--- config.mk ---
export PLATFORM = sky130hd
export DESIGN_NAME = csr_unit_top
export DESIGN_NICKNAME = d
export VERILOG_FILES = /design/src/rtl/csr_pkg.sv /design/src/rtl/csr_cmd_decode.sv /design/src/rtl/csr_file.sv /design/src/rtl/csr_unit_top.sv /design/src/rtl/irq_arbiter.sv /design/src/rtl/irq_sync.sv
export VERILOG_INCLUDE_DIRS = /design/src /design/src/rtl
export SDC_FILE = /design/constraint.sdc
export NUM_CORES = 1
export LEC_CHECK = 0
export BUFFER_PORTS_ARGS = -buffer_cell sky130_fd_sc_hd__buf_2
export CAP_MARGIN = 10
export CORE_AREA = 10 10 217 219
export DETAILED_ROUTE_END_ITERATION = 10
export DIE_AREA = 0 0 227 229
export PLACE_DENSITY = 0.82
export SLEW_MARGIN = 30
export SYNTH_ARGS = -nofsm -noshare
export SYNTH_HDL_FRONTEND = slang
export SYNTH_SLANG_ARGS = --single-unit
--- constraint.sdc ---
create_clock -name clk -period 3.5 [get_ports clk]
set_input_delay 0.525 -clock clk [delete_from_list [all_inputs] [get_ports clk]]
set_output_delay 0.525 -clock clk [all_outputs]
set_load 0.01 [all_outputs]
--- src/rtl/csr_cfg.svh ---
`ifndef CSR_CFG_SVH
`define CSR_CFG_SVH

// Identification words returned by the read-only CSRs
`define CSR_MARCHID 32'h0000_0018
`define CSR_MIMPID 32'h0000_0006

// MXL = 1 (32-bit), extension I only
`define CSR_MISA 32'h4000_0100

// Platform fast interrupt lines, mapped to mip/mie bits 31:16
`define CSR_FAST_IRQS 16

// Flops per line in the interrupt synchronizer
`define CSR_SYNC_STAGES 2

`endif

--- src/rtl/csr_pkg.sv ---
`default_nettype none

package csr_pkg;

    // func3[1:0] of a CSR instruction
    typedef enum logic [1:0] {
        CSR_OP_NONE  = 2'b00,
        CSR_OP_WRITE = 2'b01,
        CSR_OP_SET   = 2'b10,
        CSR_OP_CLEAR = 2'b11
    } csr_op_t;

    typedef enum logic [11:0] {
        ADDR_MSTATUS   = 12'h300,
        ADDR_MISA      = 12'h301,
        ADDR_MIE       = 12'h304,
        ADDR_MTVEC     = 12'h305,
        ADDR_MSTATUSH  = 12'h310,
        ADDR_MSCRATCH  = 12'h340,
        ADDR_MEPC      = 12'h341,
        ADDR_MCAUSE    = 12'h342,
        ADDR_MTVAL     = 12'h343,
        ADDR_MIP       = 12'h344,
        ADDR_MCYCLE    = 12'hB00,
        ADDR_MINSTRET  = 12'hB02,
        ADDR_MCYCLEH   = 12'hB80,
        ADDR_MINSTRETH = 12'hB82,
        ADDR_CYCLE     = 12'hC00,
        ADDR_TIME      = 12'hC01,
        ADDR_INSTRET   = 12'hC02,
        ADDR_CYCLEH    = 12'hC80,
        ADDR_TIMEH     = 12'hC81,
        ADDR_INSTRETH  = 12'hC82,
        ADDR_MARCHID   = 12'hF12,
        ADDR_MIMPID    = 12'hF13
    } csr_addr_t;

    // Exception codes of the interrupt causes, fast line i is 16 + i
    typedef enum logic [4:0] {
        IRQ_CAUSE_NONE     = 5'd0,
        IRQ_CAUSE_SOFTWARE = 5'd3,
        IRQ_CAUSE_TIMER    = 5'd7,
        IRQ_CAUSE_EXTERNAL = 5'd11,
        IRQ_CAUSE_FAST[16] = 5'd16
    } irq_cause_t;

endpackage

`default_nettype wire

--- src/rtl/csr_cmd_decode.sv ---
`timescale 1ns/1ns
`default_nettype none

module csr_cmd_decode (
    input  logic                 clk,
    input  logic                 reset,
    input  logic                 csr_req,
    input  logic [2:0]           csr_func3,
    input  logic [4:0]           csr_imm,
    input  logic [11:0]          csr_addr,
    input  logic [31:0]          csr_wdata,
    output logic                 cmd_valid,
    output csr_pkg::csr_op_t     cmd_op,
    output csr_pkg::csr_addr_t   cmd_addr,
    output logic [31:0]          cmd_operand
);

    logic [31:0]        operand_sel;
    csr_pkg::csr_op_t   op_sel;

    // func3[2] picks the zero-extended uimm field instead of rs1
    assign operand_sel = csr_func3[2] ? {27'b0, csr_imm} : csr_wdata;
    assign op_sel = csr_pkg::csr_op_t'(csr_func3[1:0]);

    always_ff @(posedge clk) begin
        if (reset) begin
            cmd_valid <= 1'b0;
        end else begin
            cmd_valid <= csr_req; // One request per pulse
        end
    end

    // Command payload, loaded only with a request
    always_ff @(posedge clk) begin
        if (csr_req) begin
            cmd_op      <= op_sel;
            cmd_addr    <= csr_pkg::csr_addr_t'(csr_addr); // Unlisted values pass through
            cmd_operand <= operand_sel;
        end
    end

endmodule

`default_nettype wire

--- src/rtl/csr_file.sv ---
`timescale 1ns/1ns
`default_nettype none

`include "csr_cfg.svh"

module csr_file (
    input  logic                          clk,
    input  logic                          reset,
    input  logic                          cmd_valid,
    input  csr_pkg::csr_op_t              cmd_op,
    input  csr_pkg::csr_addr_t            cmd_addr,
    input  logic [31:0]                   cmd_operand,
    input  logic                          instret,
    input  logic [63:0]                   time_in,
    input  logic [`CSR_FAST_IRQS+2:0]     sync_irq,
    output logic [31:0]                   csr_rdata,
    output logic                          csr_rvalid,
    output logic [31:0]                   pend_mask,
    output logic                          global_ie
);

    // Writable bits of mie: fast lines, MEIE, MTIE, MSIE
    localparam logic [31:0] MIE_MASK   = 32'hffff_0888;
    localparam logic [31:0] MTVEC_MASK = 32'hffff_fffd; // Bit 1 reserved
    localparam logic [31:0] MEPC_MASK  = 32'hffff_fffc;

    logic        mstatus_mie;
    logic        mstatus_mpie;
    logic [31:0] mie_q;
    logic [31:0] mip_q;
    logic [31:0] mtvec_q;
    logic [31:0] mscratch_q;
    logic [31:0] mepc_q;
    logic [31:0] mcause_q;
    logic [31:0] mtval_q;
    logic [63:0] mcycle_q;
    logic [63:0] minstret_q;

    logic [31:0] mstatus_rd;
    logic [31:0] old_val;
    logic [31:0] new_val;
    logic        wr_en;

    // MPP is hardwired to M-mode
    assign mstatus_rd = {19'b0, 2'b11, 3'b0, mstatus_mpie, 3'b0, mstatus_mie, 3'b0};

    always_comb begin
        case (cmd_addr)
            csr_pkg::ADDR_MSTATUS:   old_val = mstatus_rd;
            csr_pkg::ADDR_MISA:      old_val = `CSR_MISA;
            csr_pkg::ADDR_MIE:       old_val = mie_q;
            csr_pkg::ADDR_MTVEC:     old_val = mtvec_q;
            csr_pkg::ADDR_MSCRATCH:  old_val = mscratch_q;
            csr_pkg::ADDR_MEPC:      old_val = mepc_q;
            csr_pkg::ADDR_MCAUSE:    old_val = mcause_q;
            csr_pkg::ADDR_MTVAL:     old_val = mtval_q;
            csr_pkg::ADDR_MIP:       old_val = mip_q;
            csr_pkg::ADDR_MCYCLE,
            csr_pkg::ADDR_CYCLE:     old_val = mcycle_q[31:0];
            csr_pkg::ADDR_MCYCLEH,
            csr_pkg::ADDR_CYCLEH:    old_val = mcycle_q[63:32];
            csr_pkg::ADDR_MINSTRET,
            csr_pkg::ADDR_INSTRET:   old_val = minstret_q[31:0];
            csr_pkg::ADDR_MINSTRETH,
            csr_pkg::ADDR_INSTRETH:  old_val = minstret_q[63:32];
            csr_pkg::ADDR_TIME:      old_val = time_in[31:0];
            csr_pkg::ADDR_TIMEH:     old_val = time_in[63:32];
            csr_pkg::ADDR_MARCHID:   old_val = `CSR_MARCHID;
            csr_pkg::ADDR_MIMPID:    old_val = `CSR_MIMPID;
            default:                 old_val = 32'b0; // mstatush and unknown addresses
        endcase
    end

    // Read-modify-write value
    always_comb begin
        case (cmd_op)
            csr_pkg::CSR_OP_WRITE: new_val = cmd_operand;
            csr_pkg::CSR_OP_SET:   new_val = old_val | cmd_operand;
            csr_pkg::CSR_OP_CLEAR: new_val = old_val & ~cmd_operand;
            default:               new_val = old_val;
        endcase
    end

    assign wr_en = cmd_valid && (cmd_op != csr_pkg::CSR_OP_NONE);

    always_ff @(posedge clk) begin
        if (reset) begin
            mstatus_mie  <= 1'b0;
            mstatus_mpie <= 1'b1;
            mie_q        <= '0;
            mtvec_q      <= '0;
            mscratch_q   <= '0;
            mepc_q       <= '0;
            mcause_q     <= '0;
            mtval_q      <= '0;
        end else if (wr_en) begin
            case (cmd_addr)
                csr_pkg::ADDR_MSTATUS: begin
                    mstatus_mie  <= new_val[3];
                    mstatus_mpie <= new_val[7];
                end
                csr_pkg::ADDR_MIE:      mie_q      <= new_val & MIE_MASK;
                csr_pkg::ADDR_MTVEC:    mtvec_q    <= new_val & MTVEC_MASK;
                csr_pkg::ADDR_MSCRATCH: mscratch_q <= new_val;
                csr_pkg::ADDR_MEPC:     mepc_q     <= new_val & MEPC_MASK;
                csr_pkg::ADDR_MCAUSE:   mcause_q   <= new_val;
                csr_pkg::ADDR_MTVAL:    mtval_q    <= new_val;
                default: ;              // Read-only or unknown
            endcase
        end
    end

    // A written half replaces the count for this cycle, no increment
    always_ff @(posedge clk) begin
        if (reset) begin
            mcycle_q <= '0;
        end else if (wr_en && cmd_addr == csr_pkg::ADDR_MCYCLE) begin
            mcycle_q <= {mcycle_q[63:32], new_val};
        end else if (wr_en && cmd_addr == csr_pkg::ADDR_MCYCLEH) begin
            mcycle_q <= {new_val, mcycle_q[31:0]};
        end else begin
            mcycle_q <= mcycle_q + 64'd1;
        end
    end

    always_ff @(posedge clk) begin
        if (reset) begin
            minstret_q <= '0;
        end else if (wr_en && cmd_addr == csr_pkg::ADDR_MINSTRET) begin
            minstret_q <= {minstret_q[63:32], new_val};
        end else if (wr_en && cmd_addr == csr_pkg::ADDR_MINSTRETH) begin
            minstret_q <= {new_val, minstret_q[31:0]};
        end else if (instret) begin
            minstret_q <= minstret_q + 64'd1; // Retired instruction
        end
    end

    // Line order from the synchronizer is {fast, external, timer, software}
    always_ff @(posedge clk) begin
        if (reset) begin
            mip_q <= '0;
        end else begin
            mip_q <= {sync_irq[`CSR_FAST_IRQS+2:3], 4'b0, sync_irq[2], 3'b0,
                      sync_irq[1], 3'b0, sync_irq[0], 3'b0};
        end
    end

    always_ff @(posedge clk) begin
        if (reset) begin
            csr_rvalid <= 1'b0;
        end else begin
            csr_rvalid <= cmd_valid;
        end
    end

    always_ff @(posedge clk) begin
        if (cmd_valid) begin
            csr_rdata <= old_val; // Value before the write
        end
    end

    assign pend_mask = mip_q & mie_q;
    assign global_ie = mstatus_mie;

endmodule

`default_nettype wire

--- src/rtl/csr_unit_top.sv ---
`timescale 1ns/1ns
`default_nettype none

`include "csr_cfg.svh"

module csr_unit_top (
    input  logic                       clk,
    input  logic                       reset,
    input  logic                       csr_req,
    input  logic [2:0]                 csr_func3,
    input  logic [4:0]                 csr_imm,
    input  logic [11:0]                csr_addr,
    input  logic [31:0]                csr_wdata,
    output logic [31:0]                csr_rdata,
    output logic                       csr_rvalid,
    input  logic                       instret,
    input  logic [63:0]                time_in,
    input  logic                       irq_external,
    input  logic                       irq_timer,
    input  logic                       irq_software,
    input  logic [`CSR_FAST_IRQS-1:0]  irq_fast,
    output logic                       irq_req,
    output csr_pkg::irq_cause_t        irq_cause
);

    logic                         cmd_valid;
    csr_pkg::csr_op_t             cmd_op;
    csr_pkg::csr_addr_t           cmd_addr;
    logic [31:0]                  cmd_operand;
    logic [`CSR_FAST_IRQS+2:0]    sync_irq;
    logic [31:0]                  pend_mask;
    logic                         global_ie;

    csr_cmd_decode u_csr_cmd_decode (
        .clk         (clk),
        .reset       (reset),
        .csr_req     (csr_req),
        .csr_func3   (csr_func3),
        .csr_imm     (csr_imm),
        .csr_addr    (csr_addr),
        .csr_wdata   (csr_wdata),
        .cmd_valid   (cmd_valid),
        .cmd_op      (cmd_op),
        .cmd_addr    (cmd_addr),
        .cmd_operand (cmd_operand)
    );

    // Software line lands in bit 0
    irq_sync #(
        .WIDTH  (`CSR_FAST_IRQS + 3),
        .STAGES (`CSR_SYNC_STAGES)
    ) u_irq_sync (
        .clk      (clk),
        .reset    (reset),
        .async_in ({irq_fast, irq_external, irq_timer, irq_software}),
        .sync_out (sync_irq)
    );

    csr_file u_csr_file (
        .clk         (clk),
        .reset       (reset),
        .cmd_valid   (cmd_valid),
        .cmd_op      (cmd_op),
        .cmd_addr    (cmd_addr),
        .cmd_operand (cmd_operand),
        .instret     (instret),
        .time_in     (time_in),
        .sync_irq    (sync_irq),
        .csr_rdata   (csr_rdata),
        .csr_rvalid  (csr_rvalid),
        .pend_mask   (pend_mask),
        .global_ie   (global_ie)
    );

    irq_arbiter u_irq_arbiter (
        .clk       (clk),
        .reset     (reset),
        .pend_mask (pend_mask),
        .global_ie (global_ie),
        .irq_req   (irq_req),
        .irq_cause (irq_cause)
    );

endmodule

`default_nettype wire

--- src/rtl/irq_arbiter.sv ---
`timescale 1ns/1ns
`default_nettype none

`include "csr_cfg.svh"

module irq_arbiter (
    input  logic                  clk,
    input  logic                  reset,
    input  logic [31:0]           pend_mask,
    input  logic                  global_ie,
    output logic                  irq_req,
    output csr_pkg::irq_cause_t   irq_cause
);

    logic                  req_next;
    csr_pkg::irq_cause_t   cause_next;

    // Fixed order: external, software, timer, then fast lines
    always_comb begin
        req_next   = 1'b0;
        cause_next = csr_pkg::IRQ_CAUSE_NONE;
        if (global_ie) begin
            if (pend_mask[11]) begin
                req_next   = 1'b1;
                cause_next = csr_pkg::IRQ_CAUSE_EXTERNAL;
            end else if (pend_mask[3]) begin
                req_next   = 1'b1;
                cause_next = csr_pkg::IRQ_CAUSE_SOFTWARE;
            end else if (pend_mask[7]) begin
                req_next   = 1'b1;
                cause_next = csr_pkg::IRQ_CAUSE_TIMER;
            end else begin
                // Scan downward so the lowest pending index wins
                for (int i = `CSR_FAST_IRQS - 1; i >= 0; i--) begin
                    if (pend_mask[16 + i]) begin
                        req_next   = 1'b1;
                        cause_next = csr_pkg::irq_cause_t'(5'(16 + i));
                    end
                end
            end
        end
    end

    always_ff @(posedge clk) begin
        if (reset) begin
            irq_req   <= 1'b0;
            irq_cause <= csr_pkg::IRQ_CAUSE_NONE;
        end else begin
            irq_req   <= req_next;
            irq_cause <= cause_next; // Zero when nothing is taken
        end
    end

endmodule

`default_nettype wire

--- src/rtl/irq_sync.sv ---
`timescale 1ns/1ns
`default_nettype none

`include "csr_cfg.svh"

module irq_sync #(
    parameter int WIDTH  = `CSR_FAST_IRQS + 3,
    parameter int STAGES = `CSR_SYNC_STAGES
) (
    input  logic             clk,
    input  logic             reset,
    input  logic [WIDTH-1:0] async_in,
    output logic [WIDTH-1:0] sync_out
);

    // Stage 0 takes the raw lines, the last stage is the clean output
    logic [STAGES-1:0][WIDTH-1:0] chain;

    always_ff @(posedge clk) begin
        if (reset) begin
            chain <= '0;
        end else begin
            chain[0] <= async_in;
            for (int s = 1; s < STAGES; s++) begin
                chain[s] <= chain[s-1];
            end
        end
    end

    assign sync_out = chain[STAGES-1];

endmodule

`default_nettype wire

# Yosys cells after proc, flatten, opt, wreduce, memory -nomap -nowiden
# Index checks and enable logic that the tools add are counted.
[word_totals]
mem_bits_ro = 0
mem_count = 0
mem_bits_rw = 0
register_bits = 462
latch_bits = 0
[classes]
eq_ne = 26
n_shift = 0
addsub = 2
mul = 0
mux = 46
bitwise = 6
n_lt_le_gt_ge = 0
div_mod_pow = 0
n_reduce_logical = 24
[op_table]
columns = ["cell", "count"]
rows = [
  ["case mux 32 bit (17 select lines)", 1],
  ["2-to-1 mux 64 bit", 3],
  ["equality test 12 bit (second input constant)", 12],
  ["adder 64 x 1 -> 64 bit (second input constant)", 2],
  ["equality test 12 x 10 -> 1 bit (second input constant)", 9],
  ["case mux 32 bit (3 select lines)", 1],
  ["2-to-1 mux 5 bit", 17],
  ["AND 32 bit", 2],
  ["2-to-1 mux 32 bit", 2],
  ["inverter 32 bit", 1],
  ["OR 32 bit", 1],
  ["2-to-1 mux 1 bit", 19],
  ["AND reduction 2 bit", 9],
  ["2-to-1 mux 4 bit", 3],
  ["OR reduction 2 bit", 5],
  ["nonzero test 2 bit", 3],
  ["logical AND 1 bit", 5],
  ["OR reduction 5 bit", 1],
  ["equality test 2 bit (second input constant)", 2],
  ["inequality test 2 x 1 -> 1 bit (second input constant)", 2],
  ["OR reduction 4 bit", 1],
  ["equality test 2 x 1 -> 1 bit (second input constant)", 1],
  ["inverter 1 bit", 2],
]

# Longest topological paths before layout
[depth]
ltp_word = 20
ltp_mapped = 12
ltp_nobuf = 8

# By module
# From an unflattened synthesis, not the netlist that was laid out.
[hier_totals]
hier_cells = 2598
area_unflattened_um2 = 23481.3
[modules_own_cells]
columns = ["mod", "cells_each", "area_per_inst_um2", "instances"]
rows = [
  ["csr_file", 2369, 20105.5, 1],
  ["csr_cmd_decode", 83, 1667.8, 1],
  ["irq_sync", 99, 1355.0, 1],
  ["irq_arbiter", 47, 352.8, 1],
]

# Least setup slack after synthesis
# Ideal clock, no wire load.
[synth_timing]
path_kind = "register to register"
start = "register u_csr_cmd_decode.cmd_valid"
end = "register u_csr_file.minstret_q[13]"
arrival_time_ns = 2.736
path_buffers = 0
required_ns = 3.414
period_less_slack_ns = 2.822
path_slack_ns = 0.678
stages_incl_launch_ff = 8
cell_sequence = "dfxtp_1 -> o21ai_1 -> o41ai_2 -> nor3_1 -> and3_1 -> xor2_1 -> nor2_1 -> a211oi_1"
[synth_via]
elab_chain_cells = 4
[synth_rtl]
columns = ["item", "line", "text"]
rows = [
  ["from (decl)", "csr_cmd_decode.sv:12", "output logic cmd_valid,"],
  ["from (signal assigned)", "csr_cmd_decode.sv:29", "cmd_valid <= csr_req;"],
  ["logical AND 1 bit *", "csr_file.sv:84", "assign wr_en = cmd_valid && (cmd_op != csr_pkg::CSR_OP_NONE);"],
  ["logical AND 1 bit (on tied branches)", "csr_file.sv:131, csr_file.sv:129", ""],
  ["inequality test 2 x 1 -> 1 bit (no line) or nonzero test 2 bit (tied branches)", "--", ""],
  ["AND reduction 2 bit (no line)", "--", ""],
  ["to (signal assigned)", "csr_file.sv:130", "minstret_q <= {minstret_q[63:32], new_val};"],
  ["to (signal assigned)", "csr_file.sv:132", "minstret_q <= {new_val, minstret_q[31:0]};"],
  ["to (signal assigned)", "csr_file.sv:134", "minstret_q <= minstret_q + 64'd1;"],
  ["to (decl)", "csr_file.sv:37", "logic [63:0] minstret_q;"],
]
# Mark *: on every way between the ends. The rest lies on a longest branch, timed or not.
# A chain may end at the register's enable or synchronous reset.

# Worst setup path in the final report
[layout_timing]
start = "register u_csr_cmd_decode.cmd_addr[9]"
end = "register u_csr_file.minstret_q[17]"
[layout_via]
elab_chain_cells = 6
[layout_rtl]
columns = ["item", "line", "text"]
rows = [
  ["from (decl)", "csr_cmd_decode.sv:14", "output csr_pkg::csr_addr_t cmd_addr,"],
  ["from (signal assigned)", "csr_cmd_decode.sv:37", "cmd_addr <= csr_pkg::csr_addr_t'(csr_addr);"],
  ["equality test 12 bit (on tied branches)", "csr_file.sv:48, csr_file.sv:129, csr_file.sv:131", ""],
  ["OR reduction 2 bit", "csr_file.sv:48", "case (cmd_addr)"],
  ["case mux 32 bit (17 select lines)", "csr_file.sv:48", ""],
  ["AND 32 bit or OR 32 bit (tied branches)", "csr_file.sv:79, csr_file.sv:78", ""],
  ["case mux 32 bit (3 select lines)", "csr_file.sv:76", "case (cmd_op)"],
  ["2-to-1 mux 32 bit", "csr_file.sv:129", "end else if (wr_en && cmd_addr == csr_pkg::ADDR_MINSTRET) begin"],
]
# Parallel ways exist; a longest one is shown, timed or not.

==> results.toml <==
[placement]
dp_hpwl_um = 84200
dpl_cell_area_um2 = 25900
io_buffer_count = 177
routabilityCongestion = 1.10
dp_slack_ns = -0.133
dp.cells = 3399

[routing]
postRouteAntennaNets = 0
avgRoutedWirePerCell_um = 32.6
drtPass1Iterations = 7
drcViolationCount = 0
drt_iter0_drc = 5149
via_per_inst = 7.18
vias = 25100
wirelength_um = 114000

[setup_path]
critPathLaunch = "u_csr_cmd_decode.cmd_addr[9]"
critPathLaunchType = "flip-flop"
required_ns = 3.96
r2r_slack_ns = -0.05
worstReg2RegStart = "u_csr_cmd_decode.cmd_addr[9]"
critPathKind = "flip-flop to flip-flop"
crit_path_end = "u_csr_file.minstret_q[17]"
reg2reg_to = "u_csr_file.minstret_q[17]"
crit_fanout = 10
cp-end-kind = "flip-flop"
r2r_cells = 9
cp_data_arrival_time_ns = 4.01

[global_routing]
grt_overflow = 0
grtUsageTotal = 0.427
antenna_found_initial = 3
grt_max_degree = 118
grt_pass1_vias = 23300
grt_pass1_wl_um = 163000

[cells_and_area]
seqCellArea_um2 = 9770
syn_to_final_growth_pct = 19.2
multi_input_area_um2 = 12500
nets = 3045
nFillCells = 3540
final_cell_mix = "370 x dfxtp_1, 240 x nor2_1, 225 x nand2_1"
fin_area_um2 = 27700
instances_no_fill = 3490
final_common_cell = "dfxtp_1"
layout-drive-gt1-share = 0.198

[die]
die_h_um = 229
start_util = 0.543
core_um2 = 42700
rows = 76
chipWidth_um = 227
floorplan.die_area_um2 = 52000
io-pin-count = 178

[min_path]
hold_class = "input pin to flip-flop"

[synth]
synth-seq-cells = 449
synthAdderAreaFrac = 0.00108
yosys.area.top_type = "dfxtp_1"
syn_area_per_cell_um2 = 8.70
yosys.area.top_type_share = 0.320
mappedNetlistArea_um2 = 23200
async_flop_share = 0
synth_cells = 2665
synth_edf_count = 78
yosys-top-cells-area = "dfxtp_1 32%, edfxtp_1 10%, a211oi_1 5.6%"
synth.area.mux_share = 0.0368
synth_top_family_by_area = "compound AO/OA/AOI/OAI gates"
synth_nets = 2806
yosys.area_share.simple = 0.224
ys.flop_type = "dfxtp_1"
ys_types = 93
yosysWarnings = 0
synth_compound_area_frac = 0.246
synthXorXnorAreaFrac = 0.0245
yosysSeqAreaShare = 0.421

[timing]
max_freq_ghz = 0.282
whs_ns = 0.0648
finalMaxSlewViolations = 0
finClkSkew_ns = 0.0317
setup_viol = 3
fin_ws_ns = -0.0521
finalHoldViolations = 0
post-route-period-util = 1.01
tightestPinTransition_ns = 0.913
period_needed_ns = 3.55
slew_headroom = 0.375
rsz0062_at_grt = "false"

[cts]
cts_made_buffers = 48
clock_latency_ns = 0.64
cts_htree_levels = 2
cts.clk_slew.worst_paths_ns = 0.06
hold_buffers = 0
clock-root-buffer = "clkbuf_16"
cts_sinks = 449
clockBufferDepth = 3
cts_tree = "yes"

[power_and_ir_drop]
pwr_density_cell_nw_per_um2 = 445
leakage_nw = 9.85
max-vdd-ir-drop_v = 0.000516

[outcome]
violations = "negative setup slack"
status = "finished with violations"

[run]
maxCapViolations = 0
## logic make-up (layout without fill, tap and decap cells)
kind of cell,count (synthesis),after routing
and+or+nand+nor,1002,1002
adders and majority gates,2,2
AOI/OAI and AO/OA,820,820
muxes,78,78
buffers and inverters,249,527
xor gates and xnor gates,65,65
DFF,449,449
other,0,1
## report_power, final
group	leakage (nW)	internal, W	switching (W)
sequential	3.76	0.00535	0.000126
combinational	5.28	0.000431	0.000884
clock	0.824	0.00321	0.00232
## timing repair
item | CTS | global route
setup buffers | 0 | 1
endpoints found under the setup margin | 10 | 66
gates resized for setup | 1 | 4
cloned | 0 | 0
## Yosys cell counts (all sizes together) (13+ instances only)
cell type	instances
a211o	13
a211oi	175
a21oi	129
a221oi	19
a22o	16
a22oi	74
a31oi	40
and2	23
and3	43
and4	25
buf	67
clkbuf	152
dfxtp	371
edfxtp	78
inv	29
mux2	39
mux2i	37
nand2	225
nand3	103
nand4	72
nor2	243
nor2b	92
nor3	64
nor4	31
o21ai	133
o22ai	61
or3	13
xnor2	42
xor2	23
## critical path, cell delays in order (launching register included)
cell and delay, ns:
edfxtp_1 0.50, and4b_1 0.46, buf_4 0.29, o2111ai_1 0.46
o211ai_1 0.30, nor4b_1 0.76, a22oi_2 0.16, buf_12 0.20
inv_1 0.14, a211oi_1 0.09
## layout make-up
cell class	count	area share
Multi-Input combinational cell	1967	0.452
Sequential cell	449	0.353
Timing Repair Buffer	408	0.105
Clock buffer	65	0.0494
Tap cell	546	0.0247
Clock inverter	24	0.0122
Inverter	30	0.00407
Antenna cell	1	0.0000905
## sequential cells by signal (all words and copies together) (netlist names), 19 cells and up
register / flops
u_csr_file.mcycle_q: 64
u_csr_file.minstret_q: 64
u_csr_cmd_decode.cmd_operand: 32
u_csr_file.csr_rdata: 32
u_csr_file.mcause_q: 32
u_csr_file.mscratch_q: 32
u_csr_file.mtval_q: 32
u_csr_file.mtvec_q: 31
u_csr_file.mepc_q: 30
u_csr_file.mie_q: 19
u_csr_file.mip_q: 19
u_irq_sync.chain: 19
u_irq_sync.sync_out: 19
## metal layers
layer  part of all wire  GRT usage  vias up
met2               0.43      0.629     2078
met5                  0          0        -
met4              0.088      0.306        0
met1               0.36      0.535    11900
li1                   -          -    10500
met3               0.13      0.110      537
## how the worst min path moves through the flow
stage                      startpoint                            end  slack [ns]  depth (start not counted)
3_3_place_gp   u_irq_sync.sync_out[0]            u_csr_file.mip_q[3]        0.42                          1
5_1_grt                  csr_addr[10]  u_csr_cmd_decode.cmd_addr[10]        0.07                          1
6_report                 csr_func3[0]     u_csr_cmd_decode.cmd_op[0]        0.06                          1
3_5_place_dp   u_irq_sync.sync_out[0]            u_csr_file.mip_q[3]        0.42                          1
4_1_cts                   csr_addr[1]   u_csr_cmd_decode.cmd_addr[1]        0.06                          1
2_1_floorplan  u_irq_sync.sync_out[2]           u_csr_file.mip_q[11]        0.41                          1
## through the flow
| stage | TNS (ns) | power (W) | util |
|---|---|---|---|
| 2_1_floorplan | 0 | 0.00609 | - |
| 3_3_place_gp | -0.497 | 0.00679 | 0.607 |
| 3_5_place_dp | -0.822 | 0.00681 | 0.607 |
| 4_1_cts | 0 | 0.0122 | 0.647 |
| 5_1_grt | 0 | 0.0125 | 0.648 |
| 6_report | -0.112 | 0.0123 | 0.648 |
No activity file was read; power rests on OpenSTA's default activity.
